**config.mk**
```make
export PLATFORM = sky130hd
export DESIGN_NAME = irq_subsystem
export DESIGN_NICKNAME = d
export VERILOG_FILES = /design/src/design/irq_pkg.sv /design/src/design/priv_pkg.sv /design/src/design/irq_subsystem.sv /design/src/design/int_controller.sv /design/src/design/priv_state_tracker.sv /design/src/design/irq_pending_unit.sv
export VERILOG_INCLUDE_DIRS = /design/src /design/src/include
export SDC_FILE = /design/constraint.sdc
export NUM_CORES = 1
export LEC_CHECK = 0
export CAP_MARGIN = 40
export CORE_MARGIN = 2
export CORE_UTILIZATION = 52
export DETAILED_ROUTE_END_ITERATION = 16
export DONT_BUFFER_PORTS = 1
export HOLD_SLACK_MARGIN = 0.02
export PLACE_DENSITY = 0.71
export SYNTH_ARGS = -nofsm -noshare
export SYNTH_HDL_FRONTEND = slang
export SYNTH_HIERARCHICAL = 1
export SYNTH_SLANG_ARGS = --single-unit
```
**constraint.sdc**
```tcl
create_clock -name clk -period 7.85 [get_ports clk]
set_clock_uncertainty 0.15 [all_clocks]
set_input_delay 0.785 -clock clk [delete_from_list [all_inputs] [get_ports clk]]
set_output_delay 0.785 -clock clk [all_outputs]
set_load 0.02 [all_outputs]
```
**src/include/irq_params.svh**
```systemverilog
`ifndef IRQ_PARAMS_SVH
`define IRQ_PARAMS_SVH

//////////////////////////////
// interrupt subsystem sizing
//////////////////////////////

// number of level-triggered interrupt lines
// one pending bit and one mask bit per line
`define IRQ_NUM 32

// width of an interrupt index
// must cover IRQ_NUM-1, so log2 of the line count
`define IRQ_ID_W 5

// a line count above 2**IRQ_ID_W would need a wider id,
// keep both values in step when resizing

`endif
```
**src/design/irq_pkg.sv**
```systemverilog
`include "irq_params.svh"

package irq_pkg;

  //////////////////////////////
  // interrupt types
  //////////////////////////////

  // index of one interrupt line, 0 is the highest priority
  typedef logic [`IRQ_ID_W-1:0] irq_id_t;

  // request state machine toward the core
  typedef enum logic [1:0] {
    // waiting for an enabled pending line
    IDLE        = 2'b00,
    // request held high until ack or kill
    IRQ_PENDING = 2'b01,
    // one cycle to clear the served bit and enter the trap
    IRQ_DONE    = 2'b10
  } ctrl_state_t;

  // 2'b11 is unused and falls back to IDLE in the controller

endpackage

```
**src/design/priv_pkg.sv**
```systemverilog
package priv_pkg;

  //////////////////////////////
  // privilege levels
  //////////////////////////////

  // encodings follow the riscv mstatus.mpp field
  // only user and machine mode exist here, supervisor is not modelled
  typedef enum logic [1:0] {
    // user mode, lowest privilege
    PRIV_LVL_U = 2'b00,
    // machine mode, reset level and trap target
    PRIV_LVL_M = 2'b11
  } priv_lvl_t;

  // the tracker holds one current and one prior level of this type
  // the controller reads the current level for enable gating
  // a level of 2'b01 or 2'b10 is never produced by the tracker

  // levels compare directly with ==, no ordering helper needed
  // since only two levels are in use

endpackage

```
**src/design/irq_subsystem.sv**
```systemverilog
`include "irq_params.svh"

module irq_subsystem
  import irq_pkg::*;
  import priv_pkg::*;
#(
  parameter bit PULP_SECURE = 1'b1
)
(
  input  logic                clk,
  input  logic                rst_n,

  // interrupt lines and their attributes
  input  logic [`IRQ_NUM-1:0] irq_lines_i,
  input  logic [`IRQ_NUM-1:0] irq_mask_i,
  input  logic [`IRQ_NUM-1:0] irq_sec_map_i,

  // csr and privilege controls
  input  logic                csr_wr_i,
  input  logic                csr_m_ie_i,
  input  logic                csr_u_ie_i,
  input  logic                enter_user_i,
  input  logic                mret_i,

  // core handshake
  input  logic                ctrl_ack_i,
  input  logic                ctrl_kill_i,
  output logic                irq_req_o,
  output irq_id_t             irq_id_o,
  output logic                irq_sec_o,

  // observed privilege state
  output logic                m_ie_o,
  output logic                u_ie_o,
  output priv_lvl_t           priv_lvl_o
);

  //////////////////////////////
  // internal nets
  //////////////////////////////

  // pending unit to controller
  logic    sel_valid;
  irq_id_t sel_id;
  logic    sel_sec;
  // controller back to pending unit
  logic    clr_valid;
  irq_id_t clr_id;
  // controller to tracker
  logic    trap;

  irq_pending_unit i_pending (
    .clk           (clk),
    .rst_n         (rst_n),
    .irq_lines_i   (irq_lines_i),
    .irq_mask_i    (irq_mask_i),
    .irq_sec_map_i (irq_sec_map_i),
    .clr_valid_i   (clr_valid),
    .clr_id_i      (clr_id),
    .sel_valid_o   (sel_valid),
    .sel_id_o      (sel_id),
    .sel_sec_o     (sel_sec)
  );

  // enables feed both the controller and the top outputs
  priv_state_tracker i_priv (
    .clk          (clk),
    .rst_n        (rst_n),
    .csr_wr_i     (csr_wr_i),
    .csr_m_ie_i   (csr_m_ie_i),
    .csr_u_ie_i   (csr_u_ie_i),
    .enter_user_i (enter_user_i),
    .trap_i       (trap),
    .mret_i       (mret_i),
    .m_ie_o       (m_ie_o),
    .u_ie_o       (u_ie_o),
    .priv_lvl_o   (priv_lvl_o)
  );

  int_controller #(
    .PULP_SECURE (PULP_SECURE)
  ) i_ctrl (
    .clk         (clk),
    .rst_n       (rst_n),
    .sel_valid_i (sel_valid),
    .sel_id_i    (sel_id),
    .sel_sec_i   (sel_sec),
    .m_ie_i      (m_ie_o),
    .u_ie_i      (u_ie_o),
    .priv_lvl_i  (priv_lvl_o),
    .ctrl_ack_i  (ctrl_ack_i),
    .ctrl_kill_i (ctrl_kill_i),
    .irq_req_o   (irq_req_o),
    .irq_sec_o   (irq_sec_o),
    .irq_id_o    (irq_id_o),
    .clr_valid_o (clr_valid),
    .clr_id_o    (clr_id),
    .trap_o      (trap)
  );

endmodule

```
**src/design/int_controller.sv**
```systemverilog
`include "irq_params.svh"

module int_controller
  import irq_pkg::*;
  import priv_pkg::*;
#(
  parameter bit PULP_SECURE = 1'b1
)
(
  input  logic      clk,
  input  logic      rst_n,

  // selection from the pending unit
  input  logic      sel_valid_i,
  input  irq_id_t   sel_id_i,
  input  logic      sel_sec_i,

  // enables and level from the privilege tracker
  input  logic      m_ie_i,
  input  logic      u_ie_i,
  input  priv_lvl_t priv_lvl_i,

  // core side, plain level request with ack and kill pulses
  input  logic      ctrl_ack_i,
  input  logic      ctrl_kill_i,
  output logic      irq_req_o,
  output logic      irq_sec_o,
  output irq_id_t   irq_id_o,

  // served line back to the pending unit
  output logic      clr_valid_o,
  output irq_id_t   clr_id_o,

  // trap entry toward the privilege tracker
  output logic      trap_o
);

  //////////////////////////////
  // enable gating
  //////////////////////////////

  logic irq_enable;

  // secure lines reach the core in U mode even with u_ie off
  if (PULP_SECURE)
  begin : g_secure
    assign irq_enable = ((u_ie_i | sel_sec_i) & (priv_lvl_i == PRIV_LVL_U)) |
                        (m_ie_i & (priv_lvl_i == PRIV_LVL_M));
  end
  else
  begin : g_plain
    // single global enable
    assign irq_enable = m_ie_i;
  end

  //////////////////////////////
  // request fsm
  //////////////////////////////

  ctrl_state_t state_q;
  ctrl_state_t state_d;
  irq_id_t     id_q;
  logic        sec_q;

  always_comb
  begin
    state_d = state_q;
    unique case (state_q)
      IDLE:
      begin
        if (sel_valid_i && irq_enable)
        begin
          state_d = IRQ_PENDING;
        end
      end
      IRQ_PENDING:
      begin
        // ack wins over kill, neither means hold
        if (ctrl_ack_i)
        begin
          state_d = IRQ_DONE;
        end
        else if (ctrl_kill_i)
        begin
          state_d = IDLE;
        end
      end
      IRQ_DONE:
      begin
        state_d = IDLE;
      end
      default:
      begin
        state_d = IDLE;
      end
    endcase
  end

  always_ff @(posedge clk, negedge rst_n)
  begin
    if (!rst_n)
    begin
      state_q <= IDLE;
      id_q    <= '0;
      sec_q   <= 1'b0;
    end
    else
    begin
      state_q <= state_d;
      // capture the winner on the way into IRQ_PENDING
      if (state_q == IDLE && state_d == IRQ_PENDING)
      begin
        id_q  <= sel_id_i;
        sec_q <= sel_sec_i;
      end
      else if (state_q == IRQ_DONE)
      begin
        sec_q <= 1'b0;
      end
    end
  end

  // request only while pending
  assign irq_req_o   = (state_q == IRQ_PENDING);
  assign irq_sec_o   = sec_q;
  assign irq_id_o    = id_q;

  // IRQ_DONE is a single cycle, so these are one-cycle pulses
  assign clr_valid_o = (state_q == IRQ_DONE);
  assign clr_id_o    = id_q;
  assign trap_o      = (state_q == IRQ_DONE);

endmodule

```
**src/design/priv_state_tracker.sv**
```systemverilog
`include "irq_params.svh"

module priv_state_tracker
  import priv_pkg::*;
(
  input  logic      clk,
  input  logic      rst_n,

  // software write of the enable bits
  input  logic      csr_wr_i,
  input  logic      csr_m_ie_i,
  input  logic      csr_u_ie_i,

  // drop to user mode
  input  logic      enter_user_i,

  // trap entry from the controller, return from the testbench
  input  logic      trap_i,
  input  logic      mret_i,

  // current state toward the controller
  output logic      m_ie_o,
  output logic      u_ie_o,
  output priv_lvl_t priv_lvl_o
);

  //////////////////////////////
  // mstatus-like state
  //////////////////////////////

  priv_lvl_t priv_lvl_q;
  // level to return to on mret, like mpp
  priv_lvl_t priv_prev_q;
  // live enables
  logic      m_ie_q;
  logic      u_ie_q;
  // enables saved on trap entry, like mpie and upie
  logic      m_pie_q;
  logic      u_pie_q;

  // update priority is trap, mret, csr write, enter user
  always_ff @(posedge clk, negedge rst_n)
  begin
    if (!rst_n)
    begin
      // machine mode with interrupts off out of reset
      priv_lvl_q  <= PRIV_LVL_M;
      priv_prev_q <= PRIV_LVL_M;
      m_ie_q      <= 1'b0;
      u_ie_q      <= 1'b0;
      m_pie_q     <= 1'b0;
      u_pie_q     <= 1'b0;
    end
    else if (trap_i)
    begin
      // stash both enables so mret returns to the pre-trap state
      m_pie_q     <= m_ie_q;
      u_pie_q     <= u_ie_q;
      // no nesting, the handler runs with m_ie off
      m_ie_q      <= 1'b0;
      // remember where we came from, then go to M
      priv_prev_q <= priv_lvl_q;
      priv_lvl_q  <= PRIV_LVL_M;
    end
    else if (mret_i)
    begin
      // restore the enables saved at trap entry
      m_ie_q      <= m_pie_q;
      u_ie_q      <= u_pie_q;
      priv_lvl_q  <= priv_prev_q;
      // the prior level drops back to U as in the spec for mpp
      priv_prev_q <= PRIV_LVL_U;
    end
    else if (csr_wr_i)
    begin
      m_ie_q <= csr_m_ie_i;
      u_ie_q <= csr_u_ie_i;
    end
    else if (enter_user_i)
    begin
      priv_lvl_q <= PRIV_LVL_U;
    end
  end

  assign m_ie_o     = m_ie_q;
  assign u_ie_o     = u_ie_q;
  assign priv_lvl_o = priv_lvl_q;

endmodule

```
**src/design/irq_pending_unit.sv**
```systemverilog
`include "irq_params.svh"

module irq_pending_unit
  import irq_pkg::*;
(
  input  logic                clk,
  input  logic                rst_n,

  // raw level-triggered lines and their per-line attributes
  input  logic [`IRQ_NUM-1:0] irq_lines_i,
  input  logic [`IRQ_NUM-1:0] irq_mask_i,
  input  logic [`IRQ_NUM-1:0] irq_sec_map_i,

  // clear of the served line from the controller
  input  logic                clr_valid_i,
  input  irq_id_t             clr_id_i,

  // winning pending line
  output logic                sel_valid_o,
  output irq_id_t             sel_id_o,
  output logic                sel_sec_o
);

  //////////////////////////////
  // pending register
  //////////////////////////////

  logic [`IRQ_NUM-1:0] pend_q;
  logic [`IRQ_NUM-1:0] pend_d;
  // lines that may set a bit this cycle
  logic [`IRQ_NUM-1:0] set_vec;
  // one-hot of the line being cleared
  logic [`IRQ_NUM-1:0] clr_vec;

  // mask gates only the setting of a bit
  // bits already pending stay until served
  assign set_vec = irq_lines_i & irq_mask_i;

  // decode the clear id into a one-hot vector
  assign clr_vec = clr_valid_i ? ({{(`IRQ_NUM-1){1'b0}}, 1'b1} << clr_id_i)
                               : '0;

  // clear first, then set
  // a line still held high re-arms its bit in the same cycle
  assign pend_d = (pend_q & ~clr_vec) | set_vec;

  always_ff @(posedge clk, negedge rst_n)
  begin
    if (!rst_n)
    begin
      pend_q <= '0;
    end
    else
    begin
      pend_q <= pend_d;
    end
  end

  //////////////////////////////
  // priority select
  //////////////////////////////

  // fixed priority, the lowest set index wins
  // scan downward so the last hit is the lowest index
  always_comb
  begin
    sel_id_o = '0;
    for (int i = `IRQ_NUM-1; i >= 0; i--)
    begin
      if (pend_q[i])
      begin
        sel_id_o = irq_id_t'(i);
      end
    end
  end

  // any pending bit makes a valid selection
  assign sel_valid_o = |pend_q;

  // secure attribute of the selected line
  // don't care when nothing is pending, index 0 is read then
  assign sel_sec_o = irq_sec_map_i[sel_id_o];

endmodule

```
==> impl_metrics.yaml, run 1 <==
synthesis:
  synthesis.yosys.warnings: 6
  syn-mean-instance-area_sq_um: 8.95
  synth.largest_area_cell: "sky130_fd_sc_hd__dfrtp_1"
  post_synth_main_area_contributors: "sky130_fd_sc_hd__dfrtp_1 (37%), sky130_fd_sc_hd__nand2_1 (7.8%), sky130_fd_sc_hd__mux2i_1 (5.1%), sky130_fd_sc_hd__a22o_1 (5.1%), sky130_fd_sc_hd__o21ai_0 (4.1%)"
  synth-async-reset-ratio: 1.00
  seq_area_frac_synth: 0.411
  netlist.area_leader.share: 0.375
  synth.cell_area_sq_um: 2940
  synthCells: 328
  postSynthRegisterBits: 48
  synth_ff_type: "sky130_fd_sc_hd__dfrtp_1"
  synth-edff-count: 0
  synth_top_cells_by_count: "sky130_fd_sc_hd__nand2_1 (61), sky130_fd_sc_hd__dfrtp_1 (44), sky130_fd_sc_hd__o21ai_0 (24)"
  synth_fp_nets: 433
  synth.lib_cells_used.distinct: 56
  synthMostInstantiatedCell: "sky130_fd_sc_hd__nand2_1"
critical_path:
  critical-path-top-cell-by-count: "sky130_fd_sc_hd__mux2_2"
  crit_required_ns: 7.89
  timing.critical_path.slowest_cell_delay_ns: 0.62
  critical_path.n_buffers_inverters: 0
  setup.worst_path.end_class: "flop"
  worst-path-max-fanout: 21
  crit_slowest_cell: "sky130_fd_sc_hd__or4_1"
  worst-endpoint-arrival_ns: 3.96
  critical_path.top_delay_family: "simple AND/OR/NAND/NOR gates"
  crit_path_cell_trace: "or4_1 -> nor4_2 -> and2b_2 -> mux2_2 -> nor3_1 -> and4b_1 -> a211oi_1 -> a2bb2oi_1 -> nor2_1 -> o31ai_2 -> nand3_2 -> mux2_2"
  cp-start-kind: "flop"
  path_class: "flop to flop"
clock_tree:
  cts_buffer_depth: 2
  postCtsHoldBufs: 1
  clock_pin_slew_worst_setup_and_hold_paths_ns: 0.10
  cts.sink_count: 48
  cts_resized: 0
  cts_post_setup_buffers_inserted: 0
  ctsHtreeMaxLevel: 2
  cts_tree: "yes"
  clock_network_latency_to_the_later_pin_of_the_worst_skew_pair_ns: 0.31
  numCtsBuffers: 5
  root_buffer: "sky130_fd_sc_hd__clkbuf_8"
die:
  die_area_sq_um: 6260
  core_region_sq_um: 5470
  fp.dieH_microns: 79.2
  pin_count: 116
  die_w_microns: 79.2
  fp-row-count: 27
  start_util: 0.537
sta:
  grt_setup_unrepaired: "no"
  fin_hold_ws_ns: 0.152
  max_freq_mhz: 255
  timing.final.hold_violations: 0
  final_count_of_negative_setup_slack_endpoints: 0
  setup-tns-final_ns: 0
  max_slew_margin: 0.582
  finalCritPeriodShare: 0.500
  report.final.slew_viol_count: 0
  finalCriticalPeriod_ns: 3.92
  worst_slew_pin_slew_ns: 0.627
power:
  powerDensity_nw_per_um2: 220
  ir_worst_vdd_mv: 0.120
  internal-power_mw: 0.467
  power.net_switching_mw: 0.214
  clock_power_share: 0.317
  switching_share: 0.314
  finalPower_mw: 0.681
  power_leakage_nw: 1.14
  power_frac_seq: 0.482
  combinationalPowerShare: 0.202
routing:
  postRouteWirelength_microns: 7250
  wl_per_cell_microns: 18.2
  detail_route.vias_per_cell: 6.18
  remaining_drc_errors: 0
  vias: 2459
  first_pass_iters: 4
  drt_iter0_markers: 210
  postRouteAntennaNets: 0
run:
  max_cap_violations: 0
finish:
  syn_to_layout_area_delta_pct: 5.54
  finish.utilization: 0.566
  count_of_fill_cells_added_during_filler_insertion: 517
  total_area_of_multi_input_combinational_cells_sq_um: 1590
  antennaDiodeCount: 0
  final_layout_size_suffix_gt1_frac: 0.101
  finish.net_count: 430
  register_area_sq_um: 1210
placement:
  dp.final_hpwl_microns: 5510
  place.port_buffers: 0
  finalWeightedCongestion: 0.920
run_status:
  outcome: "completed"
global_routing:
  grt_usage: 0.238
  antenna_found_initial: 0
  grt_max_degree: 45
  grt_pass1_vias: 2389
  overflow: 0
  grt_first_pass_wirelength_microns: 11600
hold_path:
  holdCritPathClass: "input port to async pin"
==> registers in the layout, indices dropped and copies added (netlist names) <==
register,flops
i_priv/u_ie_o,1
i_ctrl/irq_sec_o,1
i_priv/m_pie_q,1
i_pending/pend_q,32
i_priv/priv_prev_q,2
i_ctrl/clr_id_o,5
i_priv/u_pie_q,1
i_priv/priv_lvl_o,2
i_ctrl/state_q,2
i_priv/m_ie_o,1
==> stage by stage <==
stage                     instance area [sq um]  setup slack, ns  cells
final                                      3100             3.93    398
after global routing                       3100             3.71    398
after CTS                                  3100             3.92    398
after detailed placement                   2930             3.93    389
after global placement                     2930             4.05    389
after floorplan                            2940             4.49    328
==> routing by layer <==
metal | global-route usage | vias up | wire, microns
li1 | - | 1185 | -
met5 | 0 | - | 0
met3 | 0.0625 | 15 | 616
met1 | 0.326 | 1153 | 3020
met2 | 0.369 | 106 | 3470
met4 | 0.0759 | 0 | 148
==> cell usage in the layout, fill, tap and decap left out, types with 6 or more instances in the layout <==
| master | synthesis | final |
|---|---|---|
| sky130_fd_sc_hd__nor3_1 | 9 | 9 |
| sky130_fd_sc_hd__inv_1 | 10 | 10 |
| sky130_fd_sc_hd__a22o_1 | 17 | 17 |
| sky130_fd_sc_hd__nor2b_1 | 7 | 7 |
| sky130_fd_sc_hd__a21oi_1 | 12 | 12 |
| sky130_fd_sc_hd__dfrtp_1 | 44 | 44 |
| sky130_fd_sc_hd__nand3_1 | 7 | 7 |
| sky130_fd_sc_hd__mux2i_1 | 15 | 15 |
| sky130_fd_sc_hd__nor2_1 | 23 | 23 |
| sky130_fd_sc_hd__or4_1 | 6 | 6 |
| sky130_fd_sc_hd__mux2_2 | 8 | 8 |
| sky130_fd_sc_hd__o21ai_1 | 6 | 6 |
| sky130_fd_sc_hd__nand2b_1 | 10 | 10 |
| sky130_fd_sc_hd__nand2_1 | 61 | 61 |
| sky130_fd_sc_hd__o21ai_0 | 24 | 24 |
==> cell type report <==
cell class	instances	area share
Multi-Input combinational cell	257	0.513
Sequential cell	48	0.389
Tap cell	72	0.0291
Clock buffer	5	0.0222
Clock inverter	3	0.0222
Inverter	11	0.0133
Timing Repair Buffer	2	0.0113
==> cell families after synthesis <==
family,share of synthesized area
multiplexers,0.0895
flip-flops,0.411
buffers and inverters,0.0481
AND/OR/NAND/NOR,0.245
AO/OA/AOI/OAI,0.206
==> path summary, 6_finish.rpt <==
path	from	to	slack, ns	depth (start not counted)
max in group asynchronous	rst_n	i_pending/pend_q[0]	7.17	1
max reg2reg	i_pending/pend_q[11]	i_ctrl/clr_id_o[2]	3.93	12
max	i_pending/pend_q[11]	i_ctrl/clr_id_o[2]	3.93	12
min	rst_n	i_pending/pend_q[11]	0.15	1
min in group clk	i_priv/priv_prev_q[0]	i_priv/priv_prev_q[0]	0.33	2
min reg2reg	i_priv/priv_prev_q[0]	i_priv/priv_prev_q[0]	0.33	2
==> power by group through the flow <==
stage	clock network (mW)	registers, mW	logic (mW)
6_report	0.215	0.328	0.137
3_3_place_gp	0	0.331	0.129
2_1_floorplan	0	0.316	0.119
3_5_place_dp	0	0.332	0.132
4_1_cts	0.220	0.328	0.138
5_1_grt	0.229	0.332	0.154
Note: power is estimated with default switching activity, not from simulation.
==> run 2: changes to the inputs <==
--- a/config.mk
+++ b/config.mk
@@ -12,7 +12,7 @@
 export DETAILED_ROUTE_END_ITERATION = 16
 export DONT_BUFFER_PORTS = 1
 export HOLD_SLACK_MARGIN = 0.02
-export PLACE_DENSITY = 0.71
+export PLACE_DENSITY = 0.74
 export SYNTH_ARGS = -nofsm -noshare
 export SYNTH_HDL_FRONTEND = slang
 export SYNTH_HIERARCHICAL = 1
==> constraint.sdc (replaced) <==
create_clock -name clk -period 3.6 [get_ports clk]
set_clock_uncertainty 0.15 [all_clocks]
set_input_delay 0.36 -clock clk [delete_from_list [all_inputs] [get_ports clk]]
set_output_delay 0.36 -clock clk [all_outputs]
set_load 0.02 [all_outputs]
==> run 2 against run 1 <==
Worst hold slack worse by 0.13 ns. Sequential share of layout area down 6.2 points. Die area unchanged. Largest cell class unchanged. Global-route usage up 2.5 points. Register-to-register slack worse by 3.8 ns. Maximum frequency up 12%. Sequential power up 120%.
==> impl_metrics.yaml, run 2 (synthesis results as in run 1) <==
run_status:
  outcome: "completed"
sta:
  grt_setup_unrepaired: "yes"
  finalCriticalPeriod_ns: 3.51
  max_slew_margin: 0.547
  timing.final.hold_violations: 0
  report.final.slew_viol_count: 0
  fin_hold_ws_ns: 0.0244
  max_freq_mhz: 285
  worst_slew_pin_slew_ns: 0.679
  final_count_of_negative_setup_slack_endpoints: 0
  finalCritPeriodShare: 0.976
global_routing:
  grt_usage: 0.263
  overflow: 0
  grt_first_pass_wirelength_microns: 12900
  grt_pass1_vias: 2741
  grt_max_degree: 49
  antenna_found_initial: 0
hold_path:
  holdCritPathClass: "input port to flop"
  worst_hold_startpoint: "irq_mask_i[23]"
  timing.hold.worst_endpoint: "i_pending/pend_q[23]"
  worst_hold_path.num_cells: 2
die:
  die_w_microns: 79.2
  core_region_sq_um: 5470
  die_area_sq_um: 6260
  fp-row-count: 27
  fp.dieH_microns: 79.2
  pin_count: 116
  start_util: 0.537
finish:
  finish.utilization: 0.674
  final_layout_size_suffix_gt1_frac: 0.209
  antennaDiodeCount: 0
  finish.net_count: 492
  post_layout_nonfiller_instances: 460
  most_common_cell_after_layout_fill_and_taps_aside: "sky130_fd_sc_hd__nand2_1"
  mostFrequentLayoutCells: "sky130_fd_sc_hd__nand2_1 (61), sky130_fd_sc_hd__dfrtp_1 (44), sky130_fd_sc_hd__buf_4 (36)"
  biggest_register: "i_pending/pend_q"
  largest_register_ffs: 32
  syn_to_layout_area_delta_pct: 25.7
clock_tree:
  cts_post_setup_buffers_inserted: 0
  cts_buffer_depth: 2
  clock_pin_slew_worst_setup_and_hold_paths_ns: 0.09
  root_buffer: "sky130_fd_sc_hd__clkbuf_8"
  cts_tree: "yes"
  cts.sink_count: 48
  numCtsBuffers: 5
  clock_network_latency_to_the_later_pin_of_the_worst_skew_pair_ns: 0.30
  ctsHtreeMaxLevel: 2
power:
  power_leakage_nw: 1.43
  powerDensity_nw_per_um2: 406
  ir_worst_vdd_mv: 0.301
routing:
  vias: 2805
  drt_iter0_markers: 300
  postRouteWirelength_microns: 8270
  dr_wl_met2_microns: 4110
  postRouteAntennaNets: 0
  wl_per_cell_microns: 18.0
  detail_route.vias_per_cell: 6.10
  first_pass_iters: 5
  top_routing_layer_in_use: "met4"
  routedLengthMet1_microns: 3350
  remaining_drc_errors: 0
  met3_wirelength_microns: 650
critical_path:
  r2r-end: "i_ctrl/clr_id_o[1]"
  path_class: "flop to flop"
  crit_slowest_cell: "sky130_fd_sc_hd__or4_4"
  setup.worst_path.end_class: "flop"
  cp-start-kind: "flop"
  critical-path-top-cell-by-count: "sky130_fd_sc_hd__mux2_2"
  timing.critical_path.slowest_cell_delay_ns: 0.57
  worst-path-max-fanout: 7
  crit_path_cell_trace: "or4_4 -> nor4_4 -> and2b_2 -> mux2_2 -> nor3_2 -> and4b_1 -> a211oi_2 -> a2bb2oi_2 -> nor2_1 -> o31ai_2 -> nand3_2 -> mux2_2"
  worst-endpoint-arrival_ns: 3.55
  regToRegStartpoint: "i_pending/pend_q[7]"
  cp-startpoint: "i_pending/pend_q[7]"
  r2r_cells: 12
  setup.reg_to_reg.worst_slack_ns: 0.09
  crit_required_ns: 3.63
placement:
  finalWeightedCongestion: 0.948
  post-place-cells: 424
  place.port_buffers: 0
  dp.final_hpwl_microns: 5950
run:
  max_cap_violations: 0
==> run 2: changes by cell type in the layout (fill, tap and decap cells not counted), moves of 2 or more <==
cell	delta
sky130_fd_sc_hd__buf_4	+35
sky130_fd_sc_hd__dlygate4sd3_1	+26
sky130_fd_sc_hd__nor4_1	-4
sky130_fd_sc_hd__a211oi_1	-2
sky130_fd_sc_hd__a211oi_2	+2
sky130_fd_sc_hd__nor4_2	+2
sky130_fd_sc_hd__nor4_4	+2
sky130_fd_sc_hd__or4_1	-2
sky130_fd_sc_hd__or4_4	+2
==> run 2: worst max-delay path by stage <==
stage               slack (ns)                 end
floorplan                 0.24  i_ctrl/clr_id_o[0]
CTS                      0.002  i_ctrl/clr_id_o[1]
detailed placement        0.02  i_ctrl/clr_id_o[1]
global placement           0.1    i_ctrl/irq_sec_o
finish                    0.09  i_ctrl/clr_id_o[1]
global route             -0.07  i_ctrl/clr_id_o[1]
==> run 2: metal layers <==
metal,track usage,vias to the layer above
met5,0,-
met4,0.0845,0
met3,0.0750,18
met2,0.443,133
met1,0.326,1348
li1,-,1306
==> run 2: area by class of cell <==
type	count	area (sq um)
clock buffer	6	82.6
clock inverter	2	38.8
fill	451	1780
inverter	11	41.3
multi-input combinational	258	1670
sequential	48	1210
tap	72	90.1
timing repair buffer	63	558
==> run 2: timing repair <==
| action | CTS | global route |
|---|---|---|
| endpoints found under the hold margin | 63 | 1 |
| hold buffers | 26 | 1 |
| pin swaps | 0 | 3 |
| cloned | 1 | 0 |
| endpoints found under the setup margin | 2 | 7 |
| resized for setup | 2 | 14 |
==> run 2: worst max-delay path: cells and delay by family, from the launching register on <==
kind / cells / cell delay [ns]
simple gates: 7 / 1.77
mux: 2 / 0.72
flops: 1 / 0.39
compound gates: 3 / 0.38
==> run 2: where the power goes <==
group / internal, mW / total [mW] / switching [mW]
combinational: 0.184 / 0.377 / 0.193
clock: 0.227 / 0.411 / 0.184
sequential: 0.605 / 0.712 / 0.107
==> run 2: through the flow <==
stage	worst slack (ns)	power (mW)	TNS (ns)	instance area, sq um
6_report	0.0867	1.50	0	3690
3_3_place_gp	0.0955	1.04	0	3200
3_5_place_dp	0.0235	1.05	0	3200
4_1_cts	0.00186	1.49	0	3620
5_1_grt	-0.0729	1.58	-0.291	3690
2_1_floorplan	0.243	0.949	0	2940
==> run 3: changes to the inputs <==
--- a/config.mk
+++ b/config.mk
@@ -13,6 +13,8 @@
 export DONT_BUFFER_PORTS = 1
 export HOLD_SLACK_MARGIN = 0.02
 export PLACE_DENSITY = 0.74
+export RECOVER_POWER = 50
+export SLEW_MARGIN = 30
 export SYNTH_ARGS = -nofsm -noshare
 export SYNTH_HDL_FRONTEND = slang
 export SYNTH_HIERARCHICAL = 1
==> run 3 against run 2 <==
Critical endpoint unchanged. Routed wire length is 1.3% higher. The run now ends with max-capacitance violations, max-slew violations left. Setup slack lost 0.0052 ns. Core utilization is 0.43 points lower. Maximum frequency down 0.15%. First-iteration DRC count increased by 16%. Clock-buffer cell count stayed put. Clock power hardly changed. Sequential share of layout area up 0.21 points. Power is essentially flat. Non-clock buffer count unchanged. Highest routed layer unchanged.
==> impl_metrics.yaml, run 3 (synthesis results as in run 1) <==
placement:
  place.port_buffers: 0
  post-place-cells: 424
  dp.final_hpwl_microns: 5950
  finalWeightedCongestion: 0.948
  dp_slack_ns: 0.0235
  detailed_place.area_sq_um: 3200
finish:
  final_layout_size_suffix_gt1_frac: 0.206
  largest_register_ffs: 32
  finish.net_count: 492
  post_layout_nonfiller_instances: 460
  finish.utilization: 0.670
  antennaDiodeCount: 0
  stdcell_area_sq_um: 3670
  mostFrequentLayoutCells: "sky130_fd_sc_hd__nand2_1 (61), sky130_fd_sc_hd__dfrtp_1 (44), sky130_fd_sc_hd__buf_4 (36)"
  biggest_register: "i_pending/pend_q"
  syn_to_layout_area_delta_pct: 24.9
  most_common_cell_after_layout_fill_and_taps_aside: "sky130_fd_sc_hd__nand2_1"
critical_path:
  setup.worst_path.end_class: "flop"
  crit_required_ns: 3.63
  worst-path-max-fanout: 7
  setup.reg_to_reg.worst_slack_ns: 0.08
  path_class: "flop to flop"
  worst-endpoint-arrival_ns: 3.55
  cp-start-kind: "flop"
run_status:
  violated_checks: "max-capacitance violations, max-slew violations"
  outcome: "finished with violations"
die:
  die_area_sq_um: 6260
  start_util: 0.537
  core_region_sq_um: 5470
  fp-row-count: 27
  die_w_microns: 79.2
  fp.dieH_microns: 79.2
  pin_count: 116
global_routing:
  use_met3: 0.0750
  grt_max_degree: 49
  antenna_found_initial: 0
  grt_usage: 0.263
  gr_met2_demand_resource: 0.443
  grt_use_met1: 0.326
  overflow: 0
  grt_first_pass_wirelength_microns: 12900
  grt_pass1_vias: 2741
  top_usage_layer: "met2"
sta:
  final_count_of_negative_setup_slack_endpoints: 0
  finalWorstSetupSlack_ns: 0.0815
  max_slew_margin: -0.699
  setup-tns-final_ns: 0
  timing.final.hold_violations: 0
  max_freq_mhz: 284
  grt_setup_unrepaired: "yes"
  finalCritPeriodShare: 0.977
  finalCriticalPeriod_ns: 3.52
  fin_hold_ws_ns: 0.0228
  report.final.slew_viol_count: 49
  worst_slew_pin_slew_ns: 2.55
clock_tree:
  root_buffer: "sky130_fd_sc_hd__clkbuf_8"
  numCtsBuffers: 5
  clock_pin_slew_worst_setup_and_hold_paths_ns: 0.09
  cts_buffer_depth: 2
  cts.sink_count: 48
  cts_tree: "yes"
  cts_post_setup_buffers_inserted: 0
  clock_network_latency_to_the_later_pin_of_the_worst_skew_pair_ns: 0.30
  ctsHtreeMaxLevel: 2
power:
  clock_power_share: 0.276
  ir_worst_vdd_mv: 0.301
  power_frac_seq: 0.475
  internal-power_mw: 1.01
  finalPower_mw: 1.50
  switching_share: 0.325
  combinationalPowerShare: 0.249
  power.net_switching_mw: 0.487
  powerDensity_nw_per_um2: 409
  power_leakage_nw: 1.42
routing:
  vias: 2819
  first_pass_iters: 5
  wl_per_cell_microns: 18.2
  drt_iter0_markers: 349
  postRouteAntennaNets: 0
  remaining_drc_errors: 0
  postRouteWirelength_microns: 8370
  detail_route.vias_per_cell: 6.13
run:
  max_cap_violations: 1
hold_path:
  holdCritPathClass: "input port to flop"
## run 3: changes by cell type in the layout (fill, tap and decap cells not counted)
cell                       before  now
sky130_fd_sc_hd__and2_0         0    1
sky130_fd_sc_hd__and2_1         2    1
sky130_fd_sc_hd__buf_16         1    0
sky130_fd_sc_hd__clkbuf_1       0    1
## run 3: path summary, 6_finish.rpt
path | end | startpoint | depth (start not counted)
max | i_ctrl/clr_id_o[1] | i_pending/pend_q[7] | 12
min | i_pending/pend_q[23] | irq_mask_i[23] | 2
max reg2reg | i_ctrl/clr_id_o[1] | i_pending/pend_q[7] | 12
min reg2reg | i_priv/priv_prev_q[0] | i_priv/priv_prev_q[0] | 2
max in group asynchronous | i_pending/pend_q[4] | rst_n | 2
min in group asynchronous | i_pending/pend_q[23] | rst_n | 2
## run 3: worst max-delay path, stage by stage, from the launching register on
cell and delay, ns:
sky130_fd_sc_hd__dfrtp_1 0.39, sky130_fd_sc_hd__or4_4 0.57, sky130_fd_sc_hd__nor4_4 0.35, sky130_fd_sc_hd__and2b_2 0.26, sky130_fd_sc_hd__mux2_2 0.36, sky130_fd_sc_hd__nor3_2 0.09, sky130_fd_sc_hd__and4b_1 0.22, sky130_fd_sc_hd__a211oi_2 0.22
sky130_fd_sc_hd__a2bb2oi_2 0.09, sky130_fd_sc_hd__nor2_1 0.12, sky130_fd_sc_hd__o31ai_2 0.07, sky130_fd_sc_hd__nand3_2 0.16, sky130_fd_sc_hd__mux2_2 0.36
## run 3: area by class of cell
type	instances	area [sq um]
Tap cell	72	90.1
Clock inverter	2	38.8
Timing Repair Buffer	63	534
Inverter	11	41.3
Fill cell	455	1810
Sequential cell	48	1210
Multi-Input combinational cell	258	1670
Clock buffer	6	82.6
## run 3: repair_timing
item                                    4_1_cts  5_1_grt
hold endpoints to repair                     63        1
pin swaps                                     0        3
endpoints found under the setup margin        2        7
gates resized for setup                       2       14
cloned                                        1        0
hold buffers                                 26        1
## run 3: power groups by stage
stage / sequential (mW) / combinational, mW / clock [mW]
final: 0.712 / 0.374 / 0.414
after global placement: 0.719 / 0.317 / 0
after CTS: 0.711 / 0.363 / 0.420
after detailed placement: 0.720 / 0.325 / 0
after global routing: 0.721 / 0.411 / 0.446
after floorplan: 0.689 / 0.260 / 0
## run 3: routing by layer
layer	vias to the layer above	wire length [microns]
met5	-	0
met2	140	4200
met4	0	155
met1	1354	3280
li1	1306	-
met3	19	734
